## config.mk

```make
export PLATFORM = sky130hd
export DESIGN_NAME = rp_top
export DESIGN_NICKNAME = d
export VERILOG_FILES = /design/src/design/rp_pkg.sv /design/src/design/sys_bus_if.sv /design/src/design/rp_adc_front.sv /design/src/design/rp_housekeeping.sv /design/src/design/rp_out_stage.sv /design/src/design/rp_p_ctrl.sv /design/src/design/rp_top.sv /design/src/design/sys_bus_decoder.sv
export VERILOG_INCLUDE_DIRS = /design/src /design/src/design
export SDC_FILE = /design/constraint.sdc
export NUM_CORES = 2
export LEC_CHECK = 0
export BUFFER_PORTS_ARGS = -buffer_cell sky130_fd_sc_hd__buf_2
export CORE_UTILIZATION = 58
export CTS_CLUSTER_SIZE = 40
export DETAILED_ROUTE_END_ITERATION = 10
export PLACE_DENSITY = 0.79
export SLEW_MARGIN = 10
export SYNTH_ARGS = -nofsm -noshare
export SYNTH_HDL_FRONTEND = slang
export SYNTH_SLANG_ARGS = --single-unit
```

## constraint.sdc

```tcl
create_clock -name adc_clk -period 9.8 [get_ports adc_clk]
set_input_delay 1.96 -clock adc_clk [delete_from_list [all_inputs] [get_ports adc_clk]]
set_output_delay 1.96 -clock adc_clk [all_outputs]
set_load 0.01 [all_outputs]
```

## src/design/rp_defs.svh

```systemverilog
// widths, channel count and register map of the fast analog path
// include wherever a macro below is used; the include guard allows repeats
// register words inside a region are group * RP_CHN + channel
`ifndef RP_DEFS_SVH
`define RP_DEFS_SVH

`define RP_CHN        2            // analog channels
`define RP_ADC_RAW_W  16           // ADC pin width
`define RP_SMP_W      14           // sample width after the cut
`define RP_ADDR_W     20           // bus address width, counts words
`define RP_DATA_W     32           // bus data width
`define RP_REGION_HI  19           // region select field
`define RP_REGION_LO  16
`define RP_REG_HK     0            // housekeeping region
`define RP_REG_CTRL   1            // controller region
`define RP_REG_LIM    2            // limiter region
`define RP_ID_VALUE   32'h5250_0a01
`define RP_GAIN_SHIFT 8            // product >>> shift, gain 256 is unity

`define RP_HK_ID      0            // identification, read only
`define RP_HK_LOOP    1            // bit 0 selects the digital loop
`define RP_CT_SET     0            // setpoint group
`define RP_CT_GAIN    1            // gain group
`define RP_CT_BIAS    2            // bias group
`define RP_LM_MIN     0            // lower limit group
`define RP_LM_MAX     1            // upper limit group
`define RP_LM_RAIL    4            // railed flags, plain word

`endif

```

## src/design/rp_pkg.sv

```systemverilog
// shared types of the fast analog path
// modules reach them as rp_pkg::name, widths come from the macro header
`include "rp_defs.svh"

package rp_pkg;

  // one signed sample, ADC side after conversion or DAC side before it
  typedef logic signed [`RP_SMP_W-1:0] sample_t;

  // all channels side by side, element 0 is channel a
  typedef sample_t [`RP_CHN-1:0] sample_vec_t;

  // controller sum, wide enough for the gain product
  typedef logic signed [31:0] wide_t;

  // proportional gain register
  typedef logic signed [15:0] gain_t;

  // railed status of one channel
  //   bit 1  clamped to the upper limit
  //   bit 0  clamped to the lower limit
  typedef logic [1:0] rail_t;

  // bus data word
  typedef logic [`RP_DATA_W-1:0] bus_word_t;

  // decoder phases
  typedef enum logic [1:0] {
    DEC_IDLE,   // waiting for a host request
    DEC_BUSY,   // request forwarded, waiting for the slave
    DEC_DONE    // ack to host, waiting for release
  } dec_phase_e;

endpackage

```

## src/design/sys_bus_if.sv

```systemverilog
// register bus between the decoder and its slave blocks
// four-phase request/acknowledge, one of wen or ren at a time
// master drives address, data and request, slave drives rdata, ack and err
`timescale 1ns/1ns
`include "rp_defs.svh"

interface sys_bus_if;

  logic [`RP_ADDR_W-1:0] addr;   // word address, region in the top bits
  rp_pkg::bus_word_t     wdata;  // held with the request
  logic                  wen;    // write request
  logic                  ren;    // read request
  rp_pkg::bus_word_t     rdata;  // valid while ack is high
  logic                  ack;    // follows the request by one clock
  logic                  err;    // only together with ack

  modport master (
    output addr, wdata, wen, ren,
    input  rdata, ack, err
  );

  modport slave (
    input  addr, wdata, wen, ren,
    output rdata, ack, err
  );

endinterface

```

## src/design/rp_adc_front.sv

```systemverilog
// ADC input stage of both channels
// keeps the top 14 of 16 pin bits, turns the negative-slope code into
// two's complement and optionally swaps in the digital loop value
`timescale 1ns/1ns
`include "rp_defs.svh"

module rp_adc_front (
  input  logic                     adc_clk,
  input  logic                     rst_i,
  input  logic [`RP_ADC_RAW_W-1:0] adc_a_dat_i,
  input  logic [`RP_ADC_RAW_W-1:0] adc_b_dat_i,
  input  logic                     digital_loop_i,
  input  rp_pkg::sample_vec_t      loop_dat_i,     // limiter register output
  output rp_pkg::sample_vec_t      smp_o
);

  logic [`RP_SMP_W-1:0] raw_q [`RP_CHN];  // pin code, lowest 2 bits dropped
  rp_pkg::sample_vec_t  conv_w;

  // IO register, one cycle of the path latency
  always_ff @(posedge adc_clk)
  begin
    if (rst_i)
    begin
      raw_q[0] <= {1'b0, {(`RP_SMP_W-1){1'b1}}};   // code of sample 0
      raw_q[1] <= {1'b0, {(`RP_SMP_W-1){1'b1}}};
    end
    else
    begin
      raw_q[0] <= adc_a_dat_i[`RP_ADC_RAW_W-1 -: `RP_SMP_W];
      raw_q[1] <= adc_b_dat_i[`RP_ADC_RAW_W-1 -: `RP_SMP_W];
    end
  end

  // negative slope to two's complement, sign kept and the rest inverted
  always_comb
  begin
    for (int ch = 0; ch < `RP_CHN; ch++)
      conv_w[ch] = {raw_q[ch][`RP_SMP_W-1], ~raw_q[ch][`RP_SMP_W-2:0]};
  end

  assign smp_o = digital_loop_i ? loop_dat_i : conv_w;  // no extra delay

endmodule

```

## src/design/rp_housekeeping.sv

```systemverilog
// housekeeping registers in region RP_REG_HK
// read-only identification word and the digital loop control bit
`timescale 1ns/1ns
`include "rp_defs.svh"

module rp_housekeeping (
  input  logic     adc_clk,
  input  logic     rst_i,
  sys_bus_if.slave bus,
  output logic     digital_loop_o   // 1 feeds the limiter output back
);

  logic [`RP_REGION_LO-1:0] off;      // word inside the region
  logic                     wr_stb;   // first cycle of a write
  logic                     rd_stb;   // first cycle of a read
  rp_pkg::bus_word_t        rd_word;

  assign off     = bus.addr[`RP_REGION_LO-1:0];
  assign wr_stb  = bus.wen & ~bus.ack;
  assign rd_stb  = bus.ren & ~bus.ack;
  assign bus.err = 1'b0;              // every word here is readable

  always_comb
  begin
    rd_word = '0;                     // undefined words read zero
    if (off == `RP_HK_ID)
      rd_word = `RP_ID_VALUE;
    if (off == `RP_HK_LOOP)
      rd_word[0] = digital_loop_o;
  end

  always_ff @(posedge adc_clk)
  begin
    if (rst_i)
    begin
      bus.ack        <= 1'b0;
      digital_loop_o <= 1'b0;         // loop off
    end
    else
    begin
      bus.ack <= bus.wen | bus.ren;   // rises and falls one clock late
      if (wr_stb && off == `RP_HK_LOOP)
        digital_loop_o <= bus.wdata[0];
    end
  end

  always_ff @(posedge adc_clk)
  begin
    if (rd_stb)
      bus.rdata <= rd_word;
  end

endmodule

```

## src/design/rp_out_stage.sv

```systemverilog
// output stage of both channels, limiter registers in region RP_REG_LIM
// saturates the controller sum to 14 bits, clamps to min/max, keeps
// sticky railed flags and forms the negative-slope DAC code
// two register stages, limiter then DAC code
`timescale 1ns/1ns
`include "rp_defs.svh"

module rp_out_stage (
  input  logic                         adc_clk,
  input  logic                         rst_i,
  input  rp_pkg::wide_t [`RP_CHN-1:0]  ctrl_i,
  sys_bus_if.slave                     bus,
  output rp_pkg::sample_vec_t          lim_o,        // also the loop value
  output logic [`RP_SMP_W-1:0]         dac_a_dat_o,
  output logic [`RP_SMP_W-1:0]         dac_b_dat_o
);

  // full 14-bit range
  localparam rp_pkg::wide_t sat_max = (32'sd1 <<< (`RP_SMP_W-1)) - 32'sd1;
  localparam rp_pkg::wide_t sat_min = -(32'sd1 <<< (`RP_SMP_W-1));

  rp_pkg::sample_t          min_q   [`RP_CHN];
  rp_pkg::sample_t          max_q   [`RP_CHN];
  rp_pkg::rail_t            rail_q  [`RP_CHN];   // sticky
  rp_pkg::sample_t          sat_w   [`RP_CHN];
  rp_pkg::sample_t          clamp_w [`RP_CHN];
  rp_pkg::rail_t            hit_w   [`RP_CHN];   // clamped this cycle
  logic [`RP_SMP_W-1:0]     dac_q   [`RP_CHN];
  logic [`RP_REGION_LO-1:0] off;
  logic                     wr_stb;
  logic                     rd_stb;
  rp_pkg::bus_word_t        rd_word;

  assign off     = bus.addr[`RP_REGION_LO-1:0];
  assign wr_stb  = bus.wen & ~bus.ack;
  assign rd_stb  = bus.ren & ~bus.ack;
  assign bus.err = 1'b0;

  ////////////////////////////////////////////////////////////////////////////
  // saturation and limiting
  ////////////////////////////////////////////////////////////////////////////

  always_comb
  begin
    for (int ch = 0; ch < `RP_CHN; ch++)
    begin
      if (ctrl_i[ch] > sat_max)
        sat_w[ch] = sat_max[`RP_SMP_W-1:0];
      else if (ctrl_i[ch] < sat_min)
        sat_w[ch] = sat_min[`RP_SMP_W-1:0];
      else
        sat_w[ch] = ctrl_i[ch][`RP_SMP_W-1:0];
      clamp_w[ch] = sat_w[ch];
      hit_w[ch]   = 2'b00;
      if (sat_w[ch] > max_q[ch])
      begin
        clamp_w[ch] = max_q[ch];
        hit_w[ch]   = 2'b10;            // above max
      end
      else if (sat_w[ch] < min_q[ch])
      begin
        clamp_w[ch] = min_q[ch];
        hit_w[ch]   = 2'b01;            // below min
      end
    end
  end

  always_ff @(posedge adc_clk)
  begin
    if (rst_i)
    begin
      bus.ack <= 1'b0;
      for (int ch = 0; ch < `RP_CHN; ch++)
      begin
        min_q[ch]  <= {1'b1, {(`RP_SMP_W-1){1'b0}}};   // -8192
        max_q[ch]  <= {1'b0, {(`RP_SMP_W-1){1'b1}}};   // +8191
        rail_q[ch] <= '0;
        lim_o[ch]  <= '0;
        dac_q[ch]  <= {1'b0, {(`RP_SMP_W-1){1'b1}}};   // code of sample 0
      end
    end
    else
    begin
      bus.ack <= bus.wen | bus.ren;
      for (int ch = 0; ch < `RP_CHN; ch++)
      begin
        lim_o[ch] <= clamp_w[ch];
        dac_q[ch] <= {lim_o[ch][`RP_SMP_W-1], ~lim_o[ch][`RP_SMP_W-2:0]};
        if (wr_stb && off == `RP_LM_MIN * `RP_CHN + ch)
          min_q[ch] <= bus.wdata[`RP_SMP_W-1:0];
        if (wr_stb && off == `RP_LM_MAX * `RP_CHN + ch)
          max_q[ch] <= bus.wdata[`RP_SMP_W-1:0];
        if (wr_stb && off == `RP_LM_RAIL)
          rail_q[ch] <= '0;             // any write data clears
        else
          rail_q[ch] <= rail_q[ch] | hit_w[ch];
      end
    end
  end

  assign dac_a_dat_o = dac_q[0];
  assign dac_b_dat_o = dac_q[1];

  ////////////////////////////////////////////////////////////////////////////
  // register read
  ////////////////////////////////////////////////////////////////////////////

  always_comb
  begin
    rd_word = '0;
    for (int ch = 0; ch < `RP_CHN; ch++)
    begin
      if (off == `RP_LM_MIN * `RP_CHN + ch)
        rd_word = min_q[ch];            // sign-extended
      if (off == `RP_LM_MAX * `RP_CHN + ch)
        rd_word = max_q[ch];
      if (off == `RP_LM_RAIL)
        rd_word[2*ch +: 2] = rail_q[ch];
    end
  end

  always_ff @(posedge adc_clk)
  begin
    if (rd_stb)
      bus.rdata <= rd_word;
  end

endmodule

```

## src/design/rp_p_ctrl.sv

```systemverilog
// two-channel proportional controller in region RP_REG_CTRL
// ctrl = bias + ((setpoint - input) * gain) >>> RP_GAIN_SHIFT, registered
// setpoint, gain and bias are per channel and read back sign-extended
`timescale 1ns/1ns
`include "rp_defs.svh"

module rp_p_ctrl (
  input  logic                         adc_clk,
  input  logic                         rst_i,
  input  rp_pkg::sample_vec_t          smp_i,
  sys_bus_if.slave                     bus,
  output rp_pkg::wide_t [`RP_CHN-1:0]  ctrl_o
);

  rp_pkg::sample_t          set_q  [`RP_CHN];  // setpoint
  rp_pkg::gain_t            gain_q [`RP_CHN];  // 8.8 fixed point
  rp_pkg::sample_t          bias_q [`RP_CHN];  // offset added after scaling
  rp_pkg::wide_t            err_w  [`RP_CHN];
  rp_pkg::wide_t            prod_w [`RP_CHN];
  logic [`RP_REGION_LO-1:0] off;
  logic                     wr_stb;
  logic                     rd_stb;
  rp_pkg::bus_word_t        rd_word;

  assign off     = bus.addr[`RP_REGION_LO-1:0];
  assign wr_stb  = bus.wen & ~bus.ack;
  assign rd_stb  = bus.ren & ~bus.ack;
  assign bus.err = 1'b0;

  //////////////////////////////////////////////////////////////////////////
  // proportional path
  //////////////////////////////////////////////////////////////////////////

  always_comb
  begin
    for (int ch = 0; ch < `RP_CHN; ch++)
    begin
      err_w[ch]  = rp_pkg::wide_t'(set_q[ch]) - rp_pkg::wide_t'(smp_i[ch]);
      prod_w[ch] = err_w[ch] * rp_pkg::wide_t'(gain_q[ch]);  // fits 31 bits
    end
  end

  // output register, saturation waits for the next stage
  always_ff @(posedge adc_clk)
  begin
    if (rst_i)
      ctrl_o <= '0;
    else
      for (int ch = 0; ch < `RP_CHN; ch++)
        ctrl_o[ch] <= rp_pkg::wide_t'(bias_q[ch]) + (prod_w[ch] >>> `RP_GAIN_SHIFT);
  end

  //////////////////////////////////////////////////////////////////////////
  // registers
  //////////////////////////////////////////////////////////////////////////

  always_ff @(posedge adc_clk)
  begin
    if (rst_i)
    begin
      bus.ack <= 1'b0;
      for (int ch = 0; ch < `RP_CHN; ch++)
      begin
        set_q[ch]  <= '0;
        gain_q[ch] <= '0;                   // output is the bias alone
        bias_q[ch] <= '0;
      end
    end
    else
    begin
      bus.ack <= bus.wen | bus.ren;
      for (int ch = 0; ch < `RP_CHN; ch++)
      begin
        if (wr_stb && off == `RP_CT_SET * `RP_CHN + ch)
          set_q[ch] <= bus.wdata[`RP_SMP_W-1:0];
        if (wr_stb && off == `RP_CT_GAIN * `RP_CHN + ch)
          gain_q[ch] <= bus.wdata[$bits(rp_pkg::gain_t)-1:0];
        if (wr_stb && off == `RP_CT_BIAS * `RP_CHN + ch)
          bias_q[ch] <= bus.wdata[`RP_SMP_W-1:0];
      end
    end
  end

  // signed fields extend on read
  always_comb
  begin
    rd_word = '0;
    for (int ch = 0; ch < `RP_CHN; ch++)
    begin
      if (off == `RP_CT_SET * `RP_CHN + ch)
        rd_word = set_q[ch];
      if (off == `RP_CT_GAIN * `RP_CHN + ch)
        rd_word = gain_q[ch];
      if (off == `RP_CT_BIAS * `RP_CHN + ch)
        rd_word = bias_q[ch];
    end
  end

  always_ff @(posedge adc_clk)
  begin
    if (rd_stb)
      bus.rdata <= rd_word;
  end

endmodule

```

## src/design/rp_top.sv

```systemverilog
// top of the two-channel fast analog path
// ADC pins -> front end -> P controller -> output stage -> DAC pins,
// 4 clocks pin to pin; the host bus configures everything behind one decoder
`timescale 1ns/1ns
`include "rp_defs.svh"

module rp_top (
  input  logic                     adc_clk,
  input  logic                     rst_i,
  input  logic [`RP_ADC_RAW_W-1:0] adc_a_dat_i,
  input  logic [`RP_ADC_RAW_W-1:0] adc_b_dat_i,
  input  logic [`RP_ADDR_W-1:0]    bus_addr_i,
  input  logic [`RP_DATA_W-1:0]    bus_wdata_i,
  input  logic                     bus_wen_i,
  input  logic                     bus_ren_i,
  output logic [`RP_DATA_W-1:0]    bus_rdata_o,
  output logic                     bus_ack_o,
  output logic                     bus_err_o,
  output logic [`RP_SMP_W-1:0]     dac_a_dat_o,
  output logic [`RP_SMP_W-1:0]     dac_b_dat_o
);

  rp_pkg::sample_vec_t         smp;           // controller input
  rp_pkg::sample_vec_t         lim;           // limiter register, loop source
  rp_pkg::wide_t [`RP_CHN-1:0] ctrl;          // unsaturated controller sum
  logic                        digital_loop;

  sys_bus_if host_bus ();
  sys_bus_if hk_bus   ();
  sys_bus_if ctrl_bus ();
  sys_bus_if lim_bus  ();

  // host pins onto the bus
  assign host_bus.addr  = bus_addr_i;
  assign host_bus.wdata = bus_wdata_i;
  assign host_bus.wen   = bus_wen_i;
  assign host_bus.ren   = bus_ren_i;
  assign bus_rdata_o    = host_bus.rdata;
  assign bus_ack_o      = host_bus.ack;
  assign bus_err_o      = host_bus.err;

  //////////////////////////////////////////////////////////////////////////
  // bus decoder and housekeeping
  //////////////////////////////////////////////////////////////////////////

  sys_bus_decoder i_dec (
    .adc_clk (adc_clk),
    .rst_i   (rst_i),
    .host    (host_bus),
    .hk      (hk_bus),
    .ctrl    (ctrl_bus),
    .lim     (lim_bus)
  );

  rp_housekeeping i_hk (
    .adc_clk        (adc_clk),
    .rst_i          (rst_i),
    .bus            (hk_bus),
    .digital_loop_o (digital_loop)
  );

  //////////////////////////////////////////////////////////////////////////
  // datapath
  //////////////////////////////////////////////////////////////////////////

  rp_adc_front i_adc (
    .adc_clk        (adc_clk),
    .rst_i          (rst_i),
    .adc_a_dat_i    (adc_a_dat_i),
    .adc_b_dat_i    (adc_b_dat_i),
    .digital_loop_i (digital_loop),
    .loop_dat_i     (lim),
    .smp_o          (smp)
  );

  rp_p_ctrl i_ctrl (
    .adc_clk (adc_clk),
    .rst_i   (rst_i),
    .smp_i   (smp),
    .bus     (ctrl_bus),
    .ctrl_o  (ctrl)
  );

  rp_out_stage i_out (
    .adc_clk     (adc_clk),
    .rst_i       (rst_i),
    .ctrl_i      (ctrl),
    .bus         (lim_bus),
    .lim_o       (lim),
    .dac_a_dat_o (dac_a_dat_o),
    .dac_b_dat_o (dac_b_dat_o)
  );

endmodule

```

## src/design/sys_bus_decoder.sv

```systemverilog
// splits the host bus into the housekeeping, controller and limiter regions
// region comes from address bits RP_REGION_HI..RP_REGION_LO
// one register stage each way, unmapped regions answer with err here
`timescale 1ns/1ns
`include "rp_defs.svh"

module sys_bus_decoder (
  input  logic      adc_clk,
  input  logic      rst_i,
  sys_bus_if.slave  host,
  sys_bus_if.master hk,
  sys_bus_if.master ctrl,
  sys_bus_if.master lim
);

  rp_pkg::dec_phase_e                   phase_q;
  logic [`RP_REGION_HI-`RP_REGION_LO:0] region_q;  // latched on accept
  logic [`RP_ADDR_W-1:0]                addr_q;
  rp_pkg::bus_word_t                    wdata_q;
  logic                                 wen_q;
  logic                                 ren_q;
  logic                                 host_req;
  logic                                 accept;
  logic                                 mapped;
  logic                                 slv_ack;
  logic                                 slv_err;
  rp_pkg::bus_word_t                    slv_rdata;

  assign host_req = host.wen | host.ren;
  assign mapped   = (region_q == `RP_REG_HK) || (region_q == `RP_REG_CTRL) ||
                    (region_q == `RP_REG_LIM);

  // accept only once the last slave has dropped ack
  assign accept = (phase_q == rp_pkg::DEC_IDLE) && host_req && !slv_ack;

  ////////////////////////////////////////////////////////////////////////////
  // forward side, shared address and data, request to one slave
  ////////////////////////////////////////////////////////////////////////////

  assign hk.addr    = addr_q;
  assign hk.wdata   = wdata_q;
  assign hk.wen     = wen_q && (region_q == `RP_REG_HK);
  assign hk.ren     = ren_q && (region_q == `RP_REG_HK);
  assign ctrl.addr  = addr_q;
  assign ctrl.wdata = wdata_q;
  assign ctrl.wen   = wen_q && (region_q == `RP_REG_CTRL);
  assign ctrl.ren   = ren_q && (region_q == `RP_REG_CTRL);
  assign lim.addr   = addr_q;
  assign lim.wdata  = wdata_q;
  assign lim.wen    = wen_q && (region_q == `RP_REG_LIM);
  assign lim.ren    = ren_q && (region_q == `RP_REG_LIM);

  // return path from the selected slave
  always_comb
  begin
    slv_ack   = 1'b0;                  // unmapped, nobody answers
    slv_err   = 1'b0;
    slv_rdata = '0;
    case (region_q)
      `RP_REG_HK:
      begin
        slv_ack   = hk.ack;
        slv_err   = hk.err;
        slv_rdata = hk.rdata;
      end
      `RP_REG_CTRL:
      begin
        slv_ack   = ctrl.ack;
        slv_err   = ctrl.err;
        slv_rdata = ctrl.rdata;
      end
      `RP_REG_LIM:
      begin
        slv_ack   = lim.ack;
        slv_err   = lim.err;
        slv_rdata = lim.rdata;
      end
      default: ;
    endcase
  end

  ////////////////////////////////////////////////////////////////////////////
  // phase machine
  ////////////////////////////////////////////////////////////////////////////

  always_ff @(posedge adc_clk)
  begin
    if (rst_i)
    begin
      phase_q   <= rp_pkg::DEC_IDLE;
      region_q  <= '0;
      wen_q     <= 1'b0;
      ren_q     <= 1'b0;
      host.ack  <= 1'b0;
      host.err  <= 1'b0;
    end
    else
    begin
      case (phase_q)
        rp_pkg::DEC_IDLE:
          if (accept)
          begin
            region_q <= host.addr[`RP_REGION_HI:`RP_REGION_LO];
            wen_q    <= host.wen;
            ren_q    <= host.ren;
            phase_q  <= rp_pkg::DEC_BUSY;
          end
        rp_pkg::DEC_BUSY:
          if (!mapped || slv_ack)        // unmapped answers at once
          begin
            host.ack <= 1'b1;
            host.err <= !mapped || slv_err;
            phase_q  <= rp_pkg::DEC_DONE;
          end
        rp_pkg::DEC_DONE:
          if (!host_req)                 // host released, release the slave too
          begin
            host.ack <= 1'b0;
            host.err <= 1'b0;
            wen_q    <= 1'b0;
            ren_q    <= 1'b0;
            phase_q  <= rp_pkg::DEC_IDLE;
          end
        default: phase_q <= rp_pkg::DEC_IDLE;
      endcase
    end
  end

  // payload, no reset
  always_ff @(posedge adc_clk)
  begin
    if (accept)
    begin
      addr_q  <= host.addr;
      wdata_q <= host.wdata;
    end
    if (phase_q == rp_pkg::DEC_BUSY)
      host.rdata <= mapped ? slv_rdata : '0;  // zero on err
  end

endmodule

```

==> results.py <==
metrics = {
    "layout": {
        "regArea_sq_mm": 0.00984,
        "stdcell_count": 4824,
        "drive_gt1_frac": 0.153,
        "multi_input_area_sq_mm": 0.0241,
        "fillCellCount": 4669,
        "nets": 4815,
        "area.growth.synth_to_final_pct": 13.4,
    },
    "timing": {
        "fin_skew_ns": 0.0254,
        "tightest_slew_ns": 1.12,
        "rsz0062_at_grt": "yes",
        "slew_headroom": 0.257,
        "setup_violations": 0,
        "maxSlewViolCount": 0,
        "period_minus_slack_ns": 9.70,
        "hold_violations": 0,
        "fmax_mhz": 103,
        "fin_crit_sh": 0.990,
    },
    "worst_setup_path": {
        "arrival_ns": 10.08,
        "worstPathMaxFanout": 9,
        "r2r_slack_ns": 0.10,
        "ff2ff_path_depth": 42,
        "endpoint_kind": "register",
        "r2r-start": "i_hk.digital_loop_o$_SDFFE_PP0P_",
        "critPathKind": "register to register",
        "critPathRequiredTime_ns": 10.18,
        "critPathSlowestCell": "fa_1",
        "crit_family": "adder cells",
        "cpPeakStageDelay_ns": 0.58,
        "path_common_cell": "fa_1",
        "worstReg2RegEnd": "i_ctrl.ctrl_o[20]$_SDFF_PP0_",
        "start_kind": "register",
        "critPathBufInv": 11,
    },
    "grt": {
        "globalRouteOverflowTotal": 0,
        "grt_max_degree": 113,
        "grt_use_total": 0.313,
        "grt_first_pass_wirelength_um": 153000,
        "antenna_found_initial": 3,
        "grt_pass1_vias": 27800,
    },
    "status": {
        "status": "finished, final reports clean",
    },
    "placed_design": {
        "dp_cells": 4743,
        "place.gp.congestion": 1.00,
        "portBuffers": 129,
        "dp_hpwl_um": 77500,
    },
    "logic_synthesis": {
        "syn_area_per_cell_sq_um": 9.87,
        "async_flop_share": 0,
        "synth_cell_types": 80,
        "synthCells": 3674,
        "yosysSeqAreaShare": 0.271,
        "synth_flop_cell": "edfxtp_1",
        "ys_warn_count": 0,
        "synth-seq-cells": 377,
        "syn_area_sq_mm": 0.0363,
        "synth_edf_count": 229,
    },
    "clocking": {
        "path_clk_slew_ns": 0.07,
        "cts_buffers": 36,
        "clockBufferDepth": 3,
        "cts_tree": "done",
        "cts-root-buf": "clkbuf_16",
        "clock_latency_ns": 0.55,
        "ctsHoldBuffers": 0,
        "cts_sinks": 377,
        "cts-htree-levels": 2,
    },
    "die": {
        "initial_utilization": 0.588,
        "ioPinCount": 150,
        "dieArea_sq_mm": 0.0635,
        "die-height_um": 252,
        "core_sq_mm": 0.0617,
        "die_x_um": 252,
        "rows": 91,
    },
    "drt": {
        "final_antenna_net_count": 0,
        "wire_per_inst_um": 20.2,
        "route.vias.total": 27600,
        "viasPerCell": 5.73,
        "wl_um": 97600,
        "drt_iter0_markers": 2584,
        "first_pass_iters": 7,
        "drt_drc_violations_left": 0,
    },
    "min_path": {
        "hold_path_end": "i_out.dac_q[0][20]$_SDFF_PP1_",
        "min_from": "i_out.lim_o[20]$_SDFF_PP0_",
        "hold_path_depth": 1,
        "hold_path_class": "register to register",
    },
    "job": {
        "max_cap_viol_count": 0,
    },
}
-- what timing repair did --
item                       in CTS  in global routing
resized for setup              20                 94
pin swaps                       4                 62
hold endpoints to repair        0                  0
cloned                          0                  1
buffers inserted                2                 12
setup endpoints to repair      15                 26
-- metrics by stage --
stage / area (sq um) / setup TNS (ns) / util / hold WS [ns] / setup WS, ns
after detailed placement: 39300 / -2.43 / 0.636 / 0.383 / -0.288
after global placement: 39300 / -1.09 / 0.636 / 0.376 / -0.163
after global routing: 41100 / -3.18 / 0.666 / 0.406 / -0.276
after floorplan: 36300 / 0 / - / 0.367 / 0.0116
final: 41100 / 0 / 0.666 / 0.394 / 0.103
after CTS: 40600 / -0.0176 / 0.657 / 0.397 / -0.0106
-- layout by cell type (no fill, tap or decap), types with 63 or more instances in the layout --
master and count:
a21oi_1 105, nand2_1 389, ha_1 291, and2_1 163, buf_4 257, fa_1 468
nand2b_1 63, a21o_1 69, dfxtp_1 147, buf_2 128, edfxtp_1 229, nor2_1 200
inv_1 597, o21ai_0 89, xnor2_1 69
-- kinds of logic (layout without fill, tap and decap cells) --
| group | after synthesis | count (layout) | share of synthesized area |
|---|---|---|---|
| buffers and inverters | 751 | 1060 | 0.0796 |
| and+or+nand+nor | 1084 | 1084 | 0.146 |
| other | 1 | 5 | 0.000103 |
| adders and majority gates | 768 | 768 | 0.363 |
| xor gates and xnor gates | 113 | 113 | 0.0273 |
| DFF | 377 | 377 | 0.271 |
| muxes | 49 | 49 | 0.0137 |
| AOI/OAI and AO/OA | 531 | 531 | 0.0989 |
-- worst max-delay path by stage --
stage	slack (ns)	from	depth (start not counted)	to
floorplan	0.01	i_hk.digital_loop_o$_SDFFE_PP0P_	39	i_ctrl.ctrl_o[30]$_SDFF_PP0_
global placement	-0.16	i_hk.digital_loop_o$_SDFFE_PP0P_	37	i_ctrl.ctrl_o[53]$_SDFF_PP0_
detailed placement	-0.29	i_hk.digital_loop_o$_SDFFE_PP0P_	36	i_ctrl.ctrl_o[53]$_SDFF_PP0_
CTS	-0.01	i_hk.digital_loop_o$_SDFFE_PP0P_	40	i_ctrl.ctrl_o[30]$_SDFF_PP0_
global route	-0.28	i_hk.digital_loop_o$_SDFFE_PP0P_	42	i_ctrl.ctrl_o[20]$_SDFF_PP0_
finish	0.10	i_hk.digital_loop_o$_SDFFE_PP0P_	42	i_ctrl.ctrl_o[20]$_SDFF_PP0_
-- cells in the mapped netlist, types with 47 or more instances --
master | instances | share of area
ha_1 | 296 | 0.10
inv_1 | 600 | 0.062
and2_1 | 164 | 0.028
nand2b_1 | 63 | 0.011
fa_1 | 472 | 0.26
nor2_1 | 204 | 0.021
clkbuf_1 | 127 | 0.013
nand2_1 | 389 | 0.040
nor2b_1 | 51 | 0.0088
xnor2_1 | 77 | 0.019
o21a_1 | 47 | 0.0097
o21ai_0 | 98 | 0.014
a21oi_1 | 119 | 0.016
dfxtp_1 | 148 | 0.082
edfxtp_1 | 229 | 0.19
or2_2 | 54 | 0.0093
a21o_1 | 69 | 0.014
-- area by class of cell --
class,instances,share of cell area
inverters,600,0.0548
repair buffers,395,0.0664
clock inverters,18,0.00499
flip-flops and latches,377,0.239
diodes,1,0.0000609
clock buffers,47,0.0239
multi-input cells,2549,0.585
well taps,837,0.0255
-- per-layer routing --
layer	global-route usage	wire length, um
met4	0.155	5460
met2	0.489	44600
met3	0.0479	8630
met5	0	13
met1	0.428	38900
-- registers in the layout, indices dropped and copies added (netlist names), 2 cells and up --
signal / flops
i_adc.raw_q: 28
i_ctrl.bias_q: 28
i_ctrl.bus.rdata: 16
i_ctrl.ctrl_o: 50
i_ctrl.gain_q: 32
i_ctrl.set_q: 28
i_dec.ctrl.addr: 16
i_dec.ctrl.wdata: 16
i_dec.host.rdata: 17
i_dec.phase_q: 2
i_dec.region_q: 4
i_hk.bus.rdata: 2
i_out.bus.rdata: 14
i_out.dac_q: 28
i_out.lim_o: 28
i_out.max_q: 28
i_out.min_q: 28
i_out.rail_q: 4
Power is left out: the tool's default activity adds up to more than one toggle a clock period on the data nets, which glitch-free logic cannot reach.
